[src/verilog/dhcp_params.svh]
`ifndef DHCP_PARAMS_SVH
`define DHCP_PARAMS_SVH

// Transaction id of the first attempt, later attempts add their count
`define DHCP_XID_BASE 32'h3c5a_0000

// Magic cookie that follows chaddr in every frame
`define DHCP_COOKIE 32'h6382_5363

// Clock cycles the client waits for a reply once its frame has left
`define DHCP_TIMEOUT_CYCLES 2000

// Attempts per phase before the client gives up
`define DHCP_MAX_RETRIES 3

`endif

[src/verilog/dhcp_pkg.sv]
package dhcp_pkg;

  // Client sequencer states, also reported through the status register
  typedef enum logic [2:0] {
    st_idle       = 3'd0,
    st_discover   = 3'd1,
    st_offer_wait = 3'd2,
    st_request    = 3'd3,
    st_ack_wait   = 3'd4,
    st_bound      = 3'd5,
    st_failed     = 3'd6
  } dhcp_state_t;

  // Value carried in option 53
  typedef enum logic [7:0] {
    msg_discover = 8'd1,
    msg_offer    = 8'd2,
    msg_request  = 8'd3,
    msg_ack      = 8'd5,
    msg_nak      = 8'd6
  } dhcp_msg_t;

  typedef enum logic [7:0] {
    reg_ctrl      = 8'h00,
    reg_mac_lo    = 8'h04,
    reg_mac_hi    = 8'h08,
    reg_status    = 8'h0C,
    reg_lease_ip  = 8'h10,
    reg_server_ip = 8'h14
  } dhcp_reg_t;

  // BOOTP op field
  typedef enum logic [7:0] {
    op_request = 8'd1,
    op_reply   = 8'd2
  } bootp_op_t;

  // Option codes that the framer emits or the parser keeps
  typedef enum logic [7:0] {
    opt_pad       = 8'd0,
    opt_req_ip    = 8'd50,
    opt_msg_type  = 8'd53,
    opt_server_id = 8'd54,
    opt_end       = 8'd255
  } dhcp_opt_t;

  typedef logic [31:0] ipv4_t;
  typedef logic [47:0] mac_t;

endpackage

[src/verilog/dhcp_apb_regs.sv]
`timescale 1ns/1ps

module dhcp_apb_regs (
  input  logic                  clk,
  input  logic                  fsm_rst,
  input  logic                  psel,
  input  logic                  penable,
  input  logic                  pwrite,
  input  logic [7:0]            paddr,
  input  logic [31:0]           pwdata,
  output logic [31:0]           prdata,
  output logic                  pready,
  output logic                  pslverr,
  output logic                  start,
  output dhcp_pkg::mac_t        mac,
  input  dhcp_pkg::dhcp_state_t state,
  input  dhcp_pkg::ipv4_t       lease_ip,
  input  dhcp_pkg::ipv4_t       server_ip
);
  import dhcp_pkg::*;

  logic        hit;
  logic        setup;
  logic        wr_acc;
  logic [31:0] rdata;

  assign pready = 1'b1;
  assign setup  = psel && !penable;
  assign wr_acc = psel && penable && pwrite && hit;
  assign start  = wr_acc && (paddr == reg_ctrl) && pwdata[0];

  always_comb begin
    hit   = 1'b1;
    rdata = 32'd0;
    case (paddr)
      reg_ctrl:      rdata = 32'd0;
      reg_mac_lo:    rdata = mac[31:0];
      reg_mac_hi:    rdata = {16'd0, mac[47:32]};
      reg_status:    rdata = {26'd0, state == st_failed, state == st_bound, 1'b0, state};
      reg_lease_ip:  rdata = lease_ip;
      reg_server_ip: rdata = server_ip;
      default:       hit = 1'b0;
    endcase
  end

  // Read data and the error flag are set up so they are valid in the access phase
  always_ff @(posedge clk) begin
    if (fsm_rst) begin
      prdata  <= 32'd0;
      pslverr <= 1'b0;
    end else if (setup) begin
      prdata  <= (pwrite || !hit) ? 32'd0 : rdata;
      pslverr <= !hit;
    end else begin
      prdata  <= 32'd0;
      pslverr <= 1'b0;
    end
  end

  always_ff @(posedge clk) begin
    if (fsm_rst) begin
      mac <= '0;
    end else if (wr_acc) begin
      case (paddr)
        reg_mac_lo: mac[31:0]  <= pwdata;
        reg_mac_hi: mac[47:32] <= pwdata[15:0];
        default: ;
      endcase
    end
  end

endmodule

[src/verilog/dhcp_core.sv]
`timescale 1ns/1ps
`include "dhcp_params.svh"

module dhcp_core (
  input  logic                  clk,
  input  logic                  fsm_rst,
  input  logic                  start,
  input  logic                  busy,
  input  logic                  msg_val,
  input  dhcp_pkg::dhcp_msg_t   msg_type,
  input  logic [31:0]           msg_xid,
  input  dhcp_pkg::ipv4_t       msg_yiaddr,
  input  dhcp_pkg::ipv4_t       msg_server_id,
  output logic                  send,
  output dhcp_pkg::dhcp_msg_t   send_type,
  output logic [31:0]           xid,
  output dhcp_pkg::ipv4_t       req_ip,
  output dhcp_pkg::ipv4_t       srv_ip,
  output dhcp_pkg::dhcp_state_t state,
  output dhcp_pkg::ipv4_t       lease_ip,
  output dhcp_pkg::ipv4_t       server_ip
);
  import dhcp_pkg::*;

  logic [7:0]  xid_cnt;
  logic [15:0] tmo_cnt;
  logic [3:0]  retry_cnt;
  logic        waiting;
  logic        tmo_hit;
  logic        last_try;
  logic        msg_match;

  assign xid       = `DHCP_XID_BASE + {24'd0, xid_cnt};
  assign send      = ((state == st_discover) || (state == st_request)) && !busy;
  assign send_type = (state == st_request) ? msg_request : msg_discover;
  assign waiting   = (state == st_offer_wait) || (state == st_ack_wait);
  assign tmo_hit   = !busy && (tmo_cnt == 16'(`DHCP_TIMEOUT_CYCLES - 1));
  assign last_try  = (retry_cnt == 4'(`DHCP_MAX_RETRIES - 1));
  assign msg_match = msg_val && (msg_xid == xid);

  // The wait only counts once the framer has put the last byte out
  always_ff @(posedge clk) begin
    if (fsm_rst || !waiting || busy) begin
      tmo_cnt <= '0;
    end else begin
      tmo_cnt <= tmo_cnt + 16'd1;
    end
  end

  always_ff @(posedge clk) begin
    if (fsm_rst) begin
      state     <= st_idle;
      xid_cnt   <= '0;
      retry_cnt <= '0;
      lease_ip  <= '0;
      server_ip <= '0;
    end else begin
      case (state)
        st_idle, st_bound, st_failed: begin
          if (start) begin
            state     <= st_discover;
            retry_cnt <= '0;
            if (state != st_idle) begin
              xid_cnt <= xid_cnt + 8'd1;
            end
          end
        end
        st_discover: begin
          if (send) begin
            state <= st_offer_wait;
          end
        end
        st_request: begin
          if (send) begin
            state <= st_ack_wait;
          end
        end
        st_offer_wait: begin
          if (msg_match && (msg_type == msg_offer)) begin
            state     <= st_request;
            retry_cnt <= '0;
          end else if (tmo_hit) begin
            if (last_try) begin
              state <= st_failed;
            end else begin
              // A fresh DISCOVER gets a fresh transaction id
              state     <= st_discover;
              retry_cnt <= retry_cnt + 4'd1;
              xid_cnt   <= xid_cnt + 8'd1;
            end
          end
        end
        st_ack_wait: begin
          if (msg_match && (msg_type == msg_ack)) begin
            state     <= st_bound;
            lease_ip  <= msg_yiaddr;
            server_ip <= srv_ip;
          end else if (msg_match && (msg_type == msg_nak)) begin
            state     <= st_discover;
            retry_cnt <= '0;
            xid_cnt   <= xid_cnt + 8'd1;
          end else if (tmo_hit) begin
            if (last_try) begin
              state <= st_failed;
            end else begin
              state     <= st_request;
              retry_cnt <= retry_cnt + 4'd1;
            end
          end
        end
        default: state <= st_idle;
      endcase
    end
  end

  // Offered lease and server, echoed in the REQUEST options
  always_ff @(posedge clk) begin
    if ((state == st_offer_wait) && msg_match && (msg_type == msg_offer)) begin
      req_ip <= msg_yiaddr;
      srv_ip <= msg_server_id;
    end
  end

  // The framer takes up every send on the next edge
  a_send_accepted: assert property (@(posedge clk) disable iff (fsm_rst)
    send |=> busy);

endmodule

[src/verilog/dhcp_tx_framer.sv]
`timescale 1ns/1ps
`include "dhcp_params.svh"

module dhcp_tx_framer (
  input  logic                clk,
  input  logic                fsm_rst,
  input  logic                send,
  input  dhcp_pkg::dhcp_msg_t send_type,
  input  logic [31:0]         xid,
  input  dhcp_pkg::ipv4_t     req_ip,
  input  dhcp_pkg::ipv4_t     srv_ip,
  input  dhcp_pkg::mac_t      mac,
  output logic                busy,
  output logic [7:0]          tx_data,
  output logic                tx_valid,
  output logic                tx_last,
  input  logic                tx_ready
);
  import dhcp_pkg::*;

  localparam logic [5:0]  disc_last    = 6'd26;
  localparam logic [5:0]  req_last     = 6'd38;
  localparam logic [31:0] magic_cookie = `DHCP_COOKIE;

  logic [5:0]  idx;
  logic [5:0]  last_idx;
  dhcp_msg_t   type_q;
  logic [31:0] xid_q;
  ipv4_t       req_q;
  ipv4_t       srv_q;
  mac_t        mac_q;

  assign busy     = tx_valid;
  assign last_idx = (type_q == msg_request) ? req_last : disc_last;
  assign tx_last  = tx_valid && (idx == last_idx);

  always_ff @(posedge clk) begin
    if (fsm_rst) begin
      tx_valid <= 1'b0;
      idx      <= '0;
    end else if (send && !tx_valid) begin
      tx_valid <= 1'b1;
      idx      <= '0;
    end else if (tx_valid && tx_ready) begin
      if (idx == last_idx) begin
        tx_valid <= 1'b0;
      end else begin
        idx <= idx + 6'd1;
      end
    end
  end

  always_ff @(posedge clk) begin
    if (send && !tx_valid) begin
      type_q <= send_type;
      xid_q  <= xid;
      req_q  <= req_ip;
      srv_q  <= srv_ip;
      mac_q  <= mac;
    end
  end

  // Byte at the current index, multi-byte fields go out MSB first
  always_comb begin
    case (idx) inside
      6'd0:            tx_data = op_request;
      [6'd1:6'd4]:     tx_data = xid_q[8 * (4 - idx) +: 8];
      [6'd13:6'd18]:   tx_data = mac_q[8 * (18 - idx) +: 8];
      [6'd19:6'd22]:   tx_data = magic_cookie[8 * (22 - idx) +: 8];
      6'd23:           tx_data = opt_msg_type;
      6'd24:           tx_data = 8'd1;
      6'd25:           tx_data = type_q;
      6'd26:           tx_data = (type_q == msg_request) ? opt_req_ip : opt_end;
      6'd27, 6'd33:    tx_data = 8'd4;
      [6'd28:6'd31]:   tx_data = req_q[8 * (31 - idx) +: 8];
      6'd32:           tx_data = opt_server_id;
      [6'd34:6'd37]:   tx_data = srv_q[8 * (37 - idx) +: 8];
      6'd38:           tx_data = opt_end;
      default:         tx_data = 8'h00;
    endcase
  end

  a_hold_stalled: assert property (@(posedge clk) disable iff (fsm_rst)
    tx_valid && !tx_ready |=> tx_valid && $stable(tx_data) && $stable(tx_last));

endmodule

[src/verilog/dhcp_rx_parser.sv]
`timescale 1ns/1ps
`include "dhcp_params.svh"

module dhcp_rx_parser (
  input  logic                clk,
  input  logic                fsm_rst,
  input  logic [7:0]          rx_data,
  input  logic                rx_valid,
  input  logic                rx_last,
  input  dhcp_pkg::mac_t      mac,
  output logic                msg_val,
  output dhcp_pkg::dhcp_msg_t msg_type,
  output logic [31:0]         msg_xid,
  output dhcp_pkg::ipv4_t     msg_yiaddr,
  output dhcp_pkg::ipv4_t     msg_server_id
);
  import dhcp_pkg::*;

  typedef enum logic [2:0] {ps_hdr, ps_code, ps_len, ps_val, ps_end} parse_state_t;

  localparam logic [31:0] magic_cookie = `DHCP_COOKIE;

  parse_state_t pst;
  logic [4:0]   hidx;
  logic [7:0]   code_q;
  logic [7:0]   len_q;
  logic [7:0]   vcnt;
  logic         op_ok;
  logic         ck_ok;
  logic         ch_ok;
  logic         type_seen;
  logic         end_ok;
  logic [7:0]   type_q;
  logic [31:0]  xid_q;
  ipv4_t        yia_q;
  ipv4_t        sid_q;

  // The closing byte may itself be the end option
  assign end_ok = (pst == ps_end) || ((pst == ps_code) && (rx_data == opt_end));

  always_ff @(posedge clk) begin
    if (fsm_rst) begin
      pst       <= ps_hdr;
      hidx      <= '0;
      code_q    <= '0;
      len_q     <= '0;
      vcnt      <= '0;
      op_ok     <= 1'b0;
      ck_ok     <= 1'b0;
      ch_ok     <= 1'b0;
      type_seen <= 1'b0;
      msg_val   <= 1'b0;
    end else begin
      msg_val <= 1'b0;
      if (rx_valid && rx_last) begin
        msg_val <= op_ok && ck_ok && ch_ok && type_seen && end_ok;
        pst     <= ps_hdr;
        hidx    <= '0;
      end else if (rx_valid) begin
        case (pst)
          ps_hdr: begin
            hidx <= hidx + 5'd1;
            if (hidx == 5'd0) begin
              op_ok     <= (rx_data == op_reply);
              ck_ok     <= 1'b1;
              ch_ok     <= 1'b1;
              type_seen <= 1'b0;
            end
            if ((hidx inside {[5'd13:5'd18]}) && (rx_data != mac[8 * (18 - hidx) +: 8])) begin
              ch_ok <= 1'b0;
            end
            if ((hidx inside {[5'd19:5'd22]}) &&
                (rx_data != magic_cookie[8 * (22 - hidx) +: 8])) begin
              ck_ok <= 1'b0;
            end
            if (hidx == 5'd22) begin
              pst <= ps_code;
            end
          end
          ps_code: begin
            if (rx_data == opt_end) begin
              pst <= ps_end;
            end else if (rx_data != opt_pad) begin
              code_q <= rx_data;
              pst    <= ps_len;
            end
          end
          ps_len: begin
            len_q <= rx_data;
            vcnt  <= '0;
            pst   <= (rx_data == 8'd0) ? ps_code : ps_val;
          end
          ps_val: begin
            vcnt <= vcnt + 8'd1;
            if (code_q == opt_msg_type) begin
              type_seen <= 1'b1;
            end
            if (vcnt == len_q - 8'd1) begin
              pst <= ps_code;
            end
          end
          default: pst <= ps_end;
        endcase
      end
    end
  end

  // Field capture, handed to the outputs with the last byte
  always_ff @(posedge clk) begin
    if (rx_valid) begin
      if ((pst == ps_hdr) && (hidx == 5'd0)) begin
        type_q <= '0;
        sid_q  <= '0;
      end
      if ((pst == ps_hdr) && (hidx inside {[5'd1:5'd4]})) begin
        xid_q <= {xid_q[23:0], rx_data};
      end
      if ((pst == ps_hdr) && (hidx inside {[5'd5:5'd8]})) begin
        yia_q <= {yia_q[23:0], rx_data};
      end
      if ((pst == ps_val) && (code_q == opt_msg_type) && (vcnt == 8'd0)) begin
        type_q <= rx_data;
      end
      if ((pst == ps_val) && (code_q == opt_server_id) && (vcnt < 8'd4)) begin
        sid_q <= {sid_q[23:0], rx_data};
      end
      if (rx_last) begin
        msg_type      <= dhcp_msg_t'(type_q);
        msg_xid       <= xid_q;
        msg_yiaddr    <= yia_q;
        msg_server_id <= sid_q;
      end
    end
  end

  a_msg_pulse: assert property (@(posedge clk) disable iff (fsm_rst)
    msg_val |=> !msg_val);

endmodule

[src/verilog/dhcp_client_top.sv]
`timescale 1ns/1ps

module dhcp_client_top (
  input  logic        clk,
  input  logic        fsm_rst,
  input  logic        psel,
  input  logic        penable,
  input  logic        pwrite,
  input  logic [7:0]  paddr,
  input  logic [31:0] pwdata,
  output logic [31:0] prdata,
  output logic        pready,
  output logic        pslverr,
  output logic [7:0]  tx_data,
  output logic        tx_valid,
  input  logic        tx_ready,
  output logic        tx_last,
  input  logic [7:0]  rx_data,
  input  logic        rx_valid,
  input  logic        rx_last
);
  import dhcp_pkg::*;

  logic        start;
  logic        send;
  logic        busy;
  logic        msg_val;
  logic [31:0] xid;
  logic [31:0] msg_xid;
  dhcp_msg_t   send_type;
  dhcp_msg_t   msg_type;
  dhcp_state_t state;
  mac_t        mac;
  ipv4_t       req_ip;
  ipv4_t       srv_ip;
  ipv4_t       lease_ip;
  ipv4_t       server_ip;
  ipv4_t       msg_yiaddr;
  ipv4_t       msg_server_id;

  dhcp_apb_regs u_regs (
    .clk(clk), .fsm_rst(fsm_rst),
    .psel(psel), .penable(penable), .pwrite(pwrite), .paddr(paddr), .pwdata(pwdata),
    .prdata(prdata), .pready(pready), .pslverr(pslverr),
    .start(start), .mac(mac),
    .state(state), .lease_ip(lease_ip), .server_ip(server_ip)
  );

  dhcp_core u_core (
    .clk(clk), .fsm_rst(fsm_rst), .start(start), .busy(busy),
    .msg_val(msg_val), .msg_type(msg_type), .msg_xid(msg_xid),
    .msg_yiaddr(msg_yiaddr), .msg_server_id(msg_server_id),
    .send(send), .send_type(send_type), .xid(xid), .req_ip(req_ip), .srv_ip(srv_ip),
    .state(state), .lease_ip(lease_ip), .server_ip(server_ip)
  );

  dhcp_tx_framer u_tx (
    .clk(clk), .fsm_rst(fsm_rst),
    .send(send), .send_type(send_type), .xid(xid),
    .req_ip(req_ip), .srv_ip(srv_ip), .mac(mac), .busy(busy),
    .tx_data(tx_data), .tx_valid(tx_valid), .tx_last(tx_last), .tx_ready(tx_ready)
  );

  dhcp_rx_parser u_rx (
    .clk(clk), .fsm_rst(fsm_rst),
    .rx_data(rx_data), .rx_valid(rx_valid), .rx_last(rx_last), .mac(mac),
    .msg_val(msg_val), .msg_type(msg_type), .msg_xid(msg_xid),
    .msg_yiaddr(msg_yiaddr), .msg_server_id(msg_server_id)
  );

endmodule

[config.mk]
export PLATFORM = sky130hd
export DESIGN_NAME = dhcp_client_top
export DESIGN_NICKNAME = d
export VERILOG_FILES = /design/src/verilog/dhcp_pkg.sv /design/src/verilog/dhcp_apb_regs.sv /design/src/verilog/dhcp_core.sv /design/src/verilog/dhcp_tx_framer.sv /design/src/verilog/dhcp_rx_parser.sv /design/src/verilog/dhcp_client_top.sv
export VERILOG_INCLUDE_DIRS = /design/src /design/src/verilog
export SDC_FILE = /design/constraint.sdc
export NUM_CORES = 1
export LEC_CHECK = 0
export BUFFER_PORTS_ARGS = -buffer_cell sky130_fd_sc_hd__buf_2
export CORE_AREA = 8 8 223 225
export CTS_BUF_LIST = sky130_fd_sc_hd__clkbuf_4
export DETAILED_ROUTE_END_ITERATION = 12
export DIE_AREA = 0 0 231 233
export PLACE_DENSITY = 0.77
export SLEW_MARGIN = 20
export SYNTH_ARGS = -nofsm -noshare
export SYNTH_HDL_FRONTEND = slang
export SYNTH_HIERARCHICAL = 1
export SYNTH_SLANG_ARGS = --single-unit
export TNS_END_PERCENT = 1
[constraint.sdc]
create_clock -name clk -period 8.44 [get_ports clk]
set_input_delay 1.688 -clock clk [delete_from_list [all_inputs] [get_ports clk]]
set_output_delay 1.688 -clock clk [all_outputs]
set_load 0.02 [all_outputs]
==> flow_summary.ini <==
[setup_path]
r2r_slack_ps = 4960
rr_startpoint = u_rx/hidx[0]
rr_endpoint = u_rx/ch_ok
r2r_cells = 9
worstPathRequired_ps = 6750
cp-start-kind = register
crit_path_end_kind = output port
path_class = reg2out
arrival_ps = 4340
crit_fanout = 29

[route]
first_pass_iters = 8
post_drt_wl_per_cell_microns = 22.2
drc = 0
initialDrtViolationCount = 1974
wirelength_microns = 65800
antenna_left = 0
vias_per_cell = 5.85
num_vias = 17300

[floorplanning]
initial_core_util = 0.573
core_sq_um = 46100
die_w_microns = 231
io_pins = 100
row_count = 79
die_area_sq_um = 53800
fp.dieH_microns = 233

[worst_hold_path]
hold_path_depth = 0
min-delay-start = u_rx/msg_server_id[20]
hp-class = reg2reg
whs_endpoint = u_core/srv_ip[20]

[place]
gp_congestion = 0.917
place_area_sq_um = 27100
numPortBuffers = 98
dp_hpwl_microns = 45500

[timing]
rsz0062_at_grt = false
hold_violations = 0
worstMarginPinSlew_ps = 1080
fin_crit_ps = 6030
slew_viol_final = 0
clock_skew_ps = 42.7
period_share = 0.714
max_clock_freq_ghz = 0.166
finalSetupViolCount = 0
relSlewSlack = 0.280
finalSetupTns_ps = 0

[synthesis]
synth-seq-cells = 644
synthCells = 2072
ys.flop_type = edfxtp_1
async_flop_share = 0
synth_area_sq_um = 26400
synth_cell_types = 96
syn_area_per_cell_sq_um = 12.7
ys_seq_area_frac = 0.649
synth-edff-count = 424
yosys_warnings = 6

[outcome]
outcome = completed

[power]
finalPower_uw = 6970
p_per_area_nw_per_um2 = 239
ir_drop_mv = 0.199
p_leak_uw = 0.0104

[clock_tree]
htreeDepth = 4
cts_tree = done
clockBufferDepth = 3
cts.sinks = 644
cts_resized = 0
clock_latency_ps = 950
cts-hold-fix-buffers = 0
cts_made_buffers = 156
root_buffer = clkbuf_4
clk_pin_slew_worst_paths_ps = 70
cts_setup_buffers = 0

[finish]
postLayoutCellArea_sq_um = 29200
nFillCells = 3508
multi_input_area_sq_um = 8460
area_delta_synth_final_pct = 10.7
final_layout_size_suffix_gt1_frac = 0.195
ff_latch_area_sq_um = 17100
nNetsFinal = 2302

[grt]
grt_pass1_vias = 17100
grt_pass1_wl_microns = 99800
antenna_found_initial = 3
grt.total_usage = 0.243
grt_overflow = 0
grt_max_degree = 124

[run]
drv_cap = 0
worst max-delay path by stage:
| stage | slack, ps | cells past startpoint | startpoint | end |
|---|---|---|---|---|
| after floorplan | 2680 | 8 | u_core/state[0] | u_tx/idx[0] |
| after CTS | 2220 | 8 | u_tx/idx[0] | tx_data[5] |
| final | 2410 | 8 | u_tx/idx[0] | tx_data[5] |
| after global placement | 3480 | 8 | u_tx/idx[0] | tx_data[4] |
| after detailed placement | 3340 | 8 | u_tx/idx[0] | tx_data[5] |
| after global routing | 2020 | 8 | u_tx/idx[0] | tx_data[5] |
synth_stat cells (26+ instances only):
| cell type | instances | area, sq um |
|---|---|---|
| nor2_1 | 167 | 627 |
| nand2_1 | 213 | 800 |
| a21oi_1 | 131 | 656 |
| mux4_2 | 28 | 631 |
| edfxtp_1 | 424 | 12700 |
| mux2i_1 | 110 | 1100 |
| nor3_1 | 42 | 210 |
| dfxtp_1 | 220 | 4400 |
| buf_4 | 42 | 315 |
| inv_1 | 31 | 116 |
| nand3_1 | 26 | 130 |
| and2_1 | 51 | 319 |
| buf_2 | 32 | 160 |
| xnor2_1 | 37 | 324 |
| clkbuf_1 | 68 | 255 |
| o21ai_0 | 33 | 165 |
sequential cells by signal (all words and copies together), names as in the netlist, 16 cells and up:
register,cells
u_core/lease_ip,32
u_core/req_ip,32
u_core/server_ip,32
u_core/srv_ip,32
u_core/tmo_cnt,16
u_regs/mac,48
u_regs/prdata,32
u_rx/msg_server_id,32
u_rx/msg_xid,32
u_rx/msg_yiaddr,32
u_rx/sid_q,32
u_rx/xid_q,32
u_rx/yia_q,32
u_tx/mac_q,48
u_tx/req_q,32
u_tx/srv_q,32
u_tx/xid_q,32
routing by layer:
layer / track usage / part of all wire / vias to the layer above
li1: - / - / 7996
met1: 0.316 / 0.40 / 8452
met2: 0.388 / 0.49 / 763
met3: 0.0588 / 0.075 / 128
met4: 0.108 / 0.033 / 2
met5: 0 / 0.00020 / -
layout make-up:
| type | instances | area share |
|---|---|---|
| multi-input combinational | 1270 | 0.290 |
| inverter | 35 | 0.00450 |
| clock inverter | 54 | 0.0116 |
| clock buffer | 232 | 0.0596 |
| antenna | 3 | 0.000257 |
| timing repair buffer | 117 | 0.0222 |
| tap | 607 | 0.0260 |
| sequential | 644 | 0.586 |
kinds of logic (layout without fill, tap and decap cells):
group	Yosys count	after routing	share of synthesized area
compound gates	341	341	0.0851
xor+xnor	56	56	0.0192
fa+ha+maj	22	22	0.0104
buf+inv	187	438	0.0356
flops	644	644	0.649
mux	164	164	0.0767
other cells	3	35	0.000427
simple gates	655	655	0.123
through the flow:
step	hold WS, ps	instances	worst slack, ps	utilization
after floorplan	400	2101	2680	-
after global placement	401	2673	3480	0.589
after detailed placement	405	2673	3340	0.589
after CTS	381	2959	2220	0.634
after global routing	415	2962	2020	0.635
final	382	2962	2410	0.635
placed cells by master (no fill, tap or decap), types with 20 or more instances in the layout:
master,instances
nand3_1,26
clkbuf_4,232
dfxtp_1,219
mux2i_1,110
clkinv_1,37
mux4_2,28
o21ai_0,33
nor2b_1,22
ha_1,22
mux2_2,25
nand2_1,212
edfxtp_1,424
nand4_1,20
nor2_1,166
a21oi_1,131
xnor2_1,37
a22oi_1,20
buf_2,97
and2_1,49
inv_1,31
nor3_1,41
conb_1,32
critical path, stage by stage, from the launching register on:
cell	delay (ps)
dfxtp_2	1010
ha_1	620
nand2b_1	200
nand4_1	280
a2111oi_4	590
o21ai_1	200
o311a_1	170
o32ai_1	120
buf_2	210
power by group:
group          leakage [uW]  internal [uW]  switching (uW)
sequential          0.00572           3630             128
clock               0.00121           1370            1210
combinational       0.00345            204             434
total                0.0104           5200            1770
(Power assumes the default switching activity.)
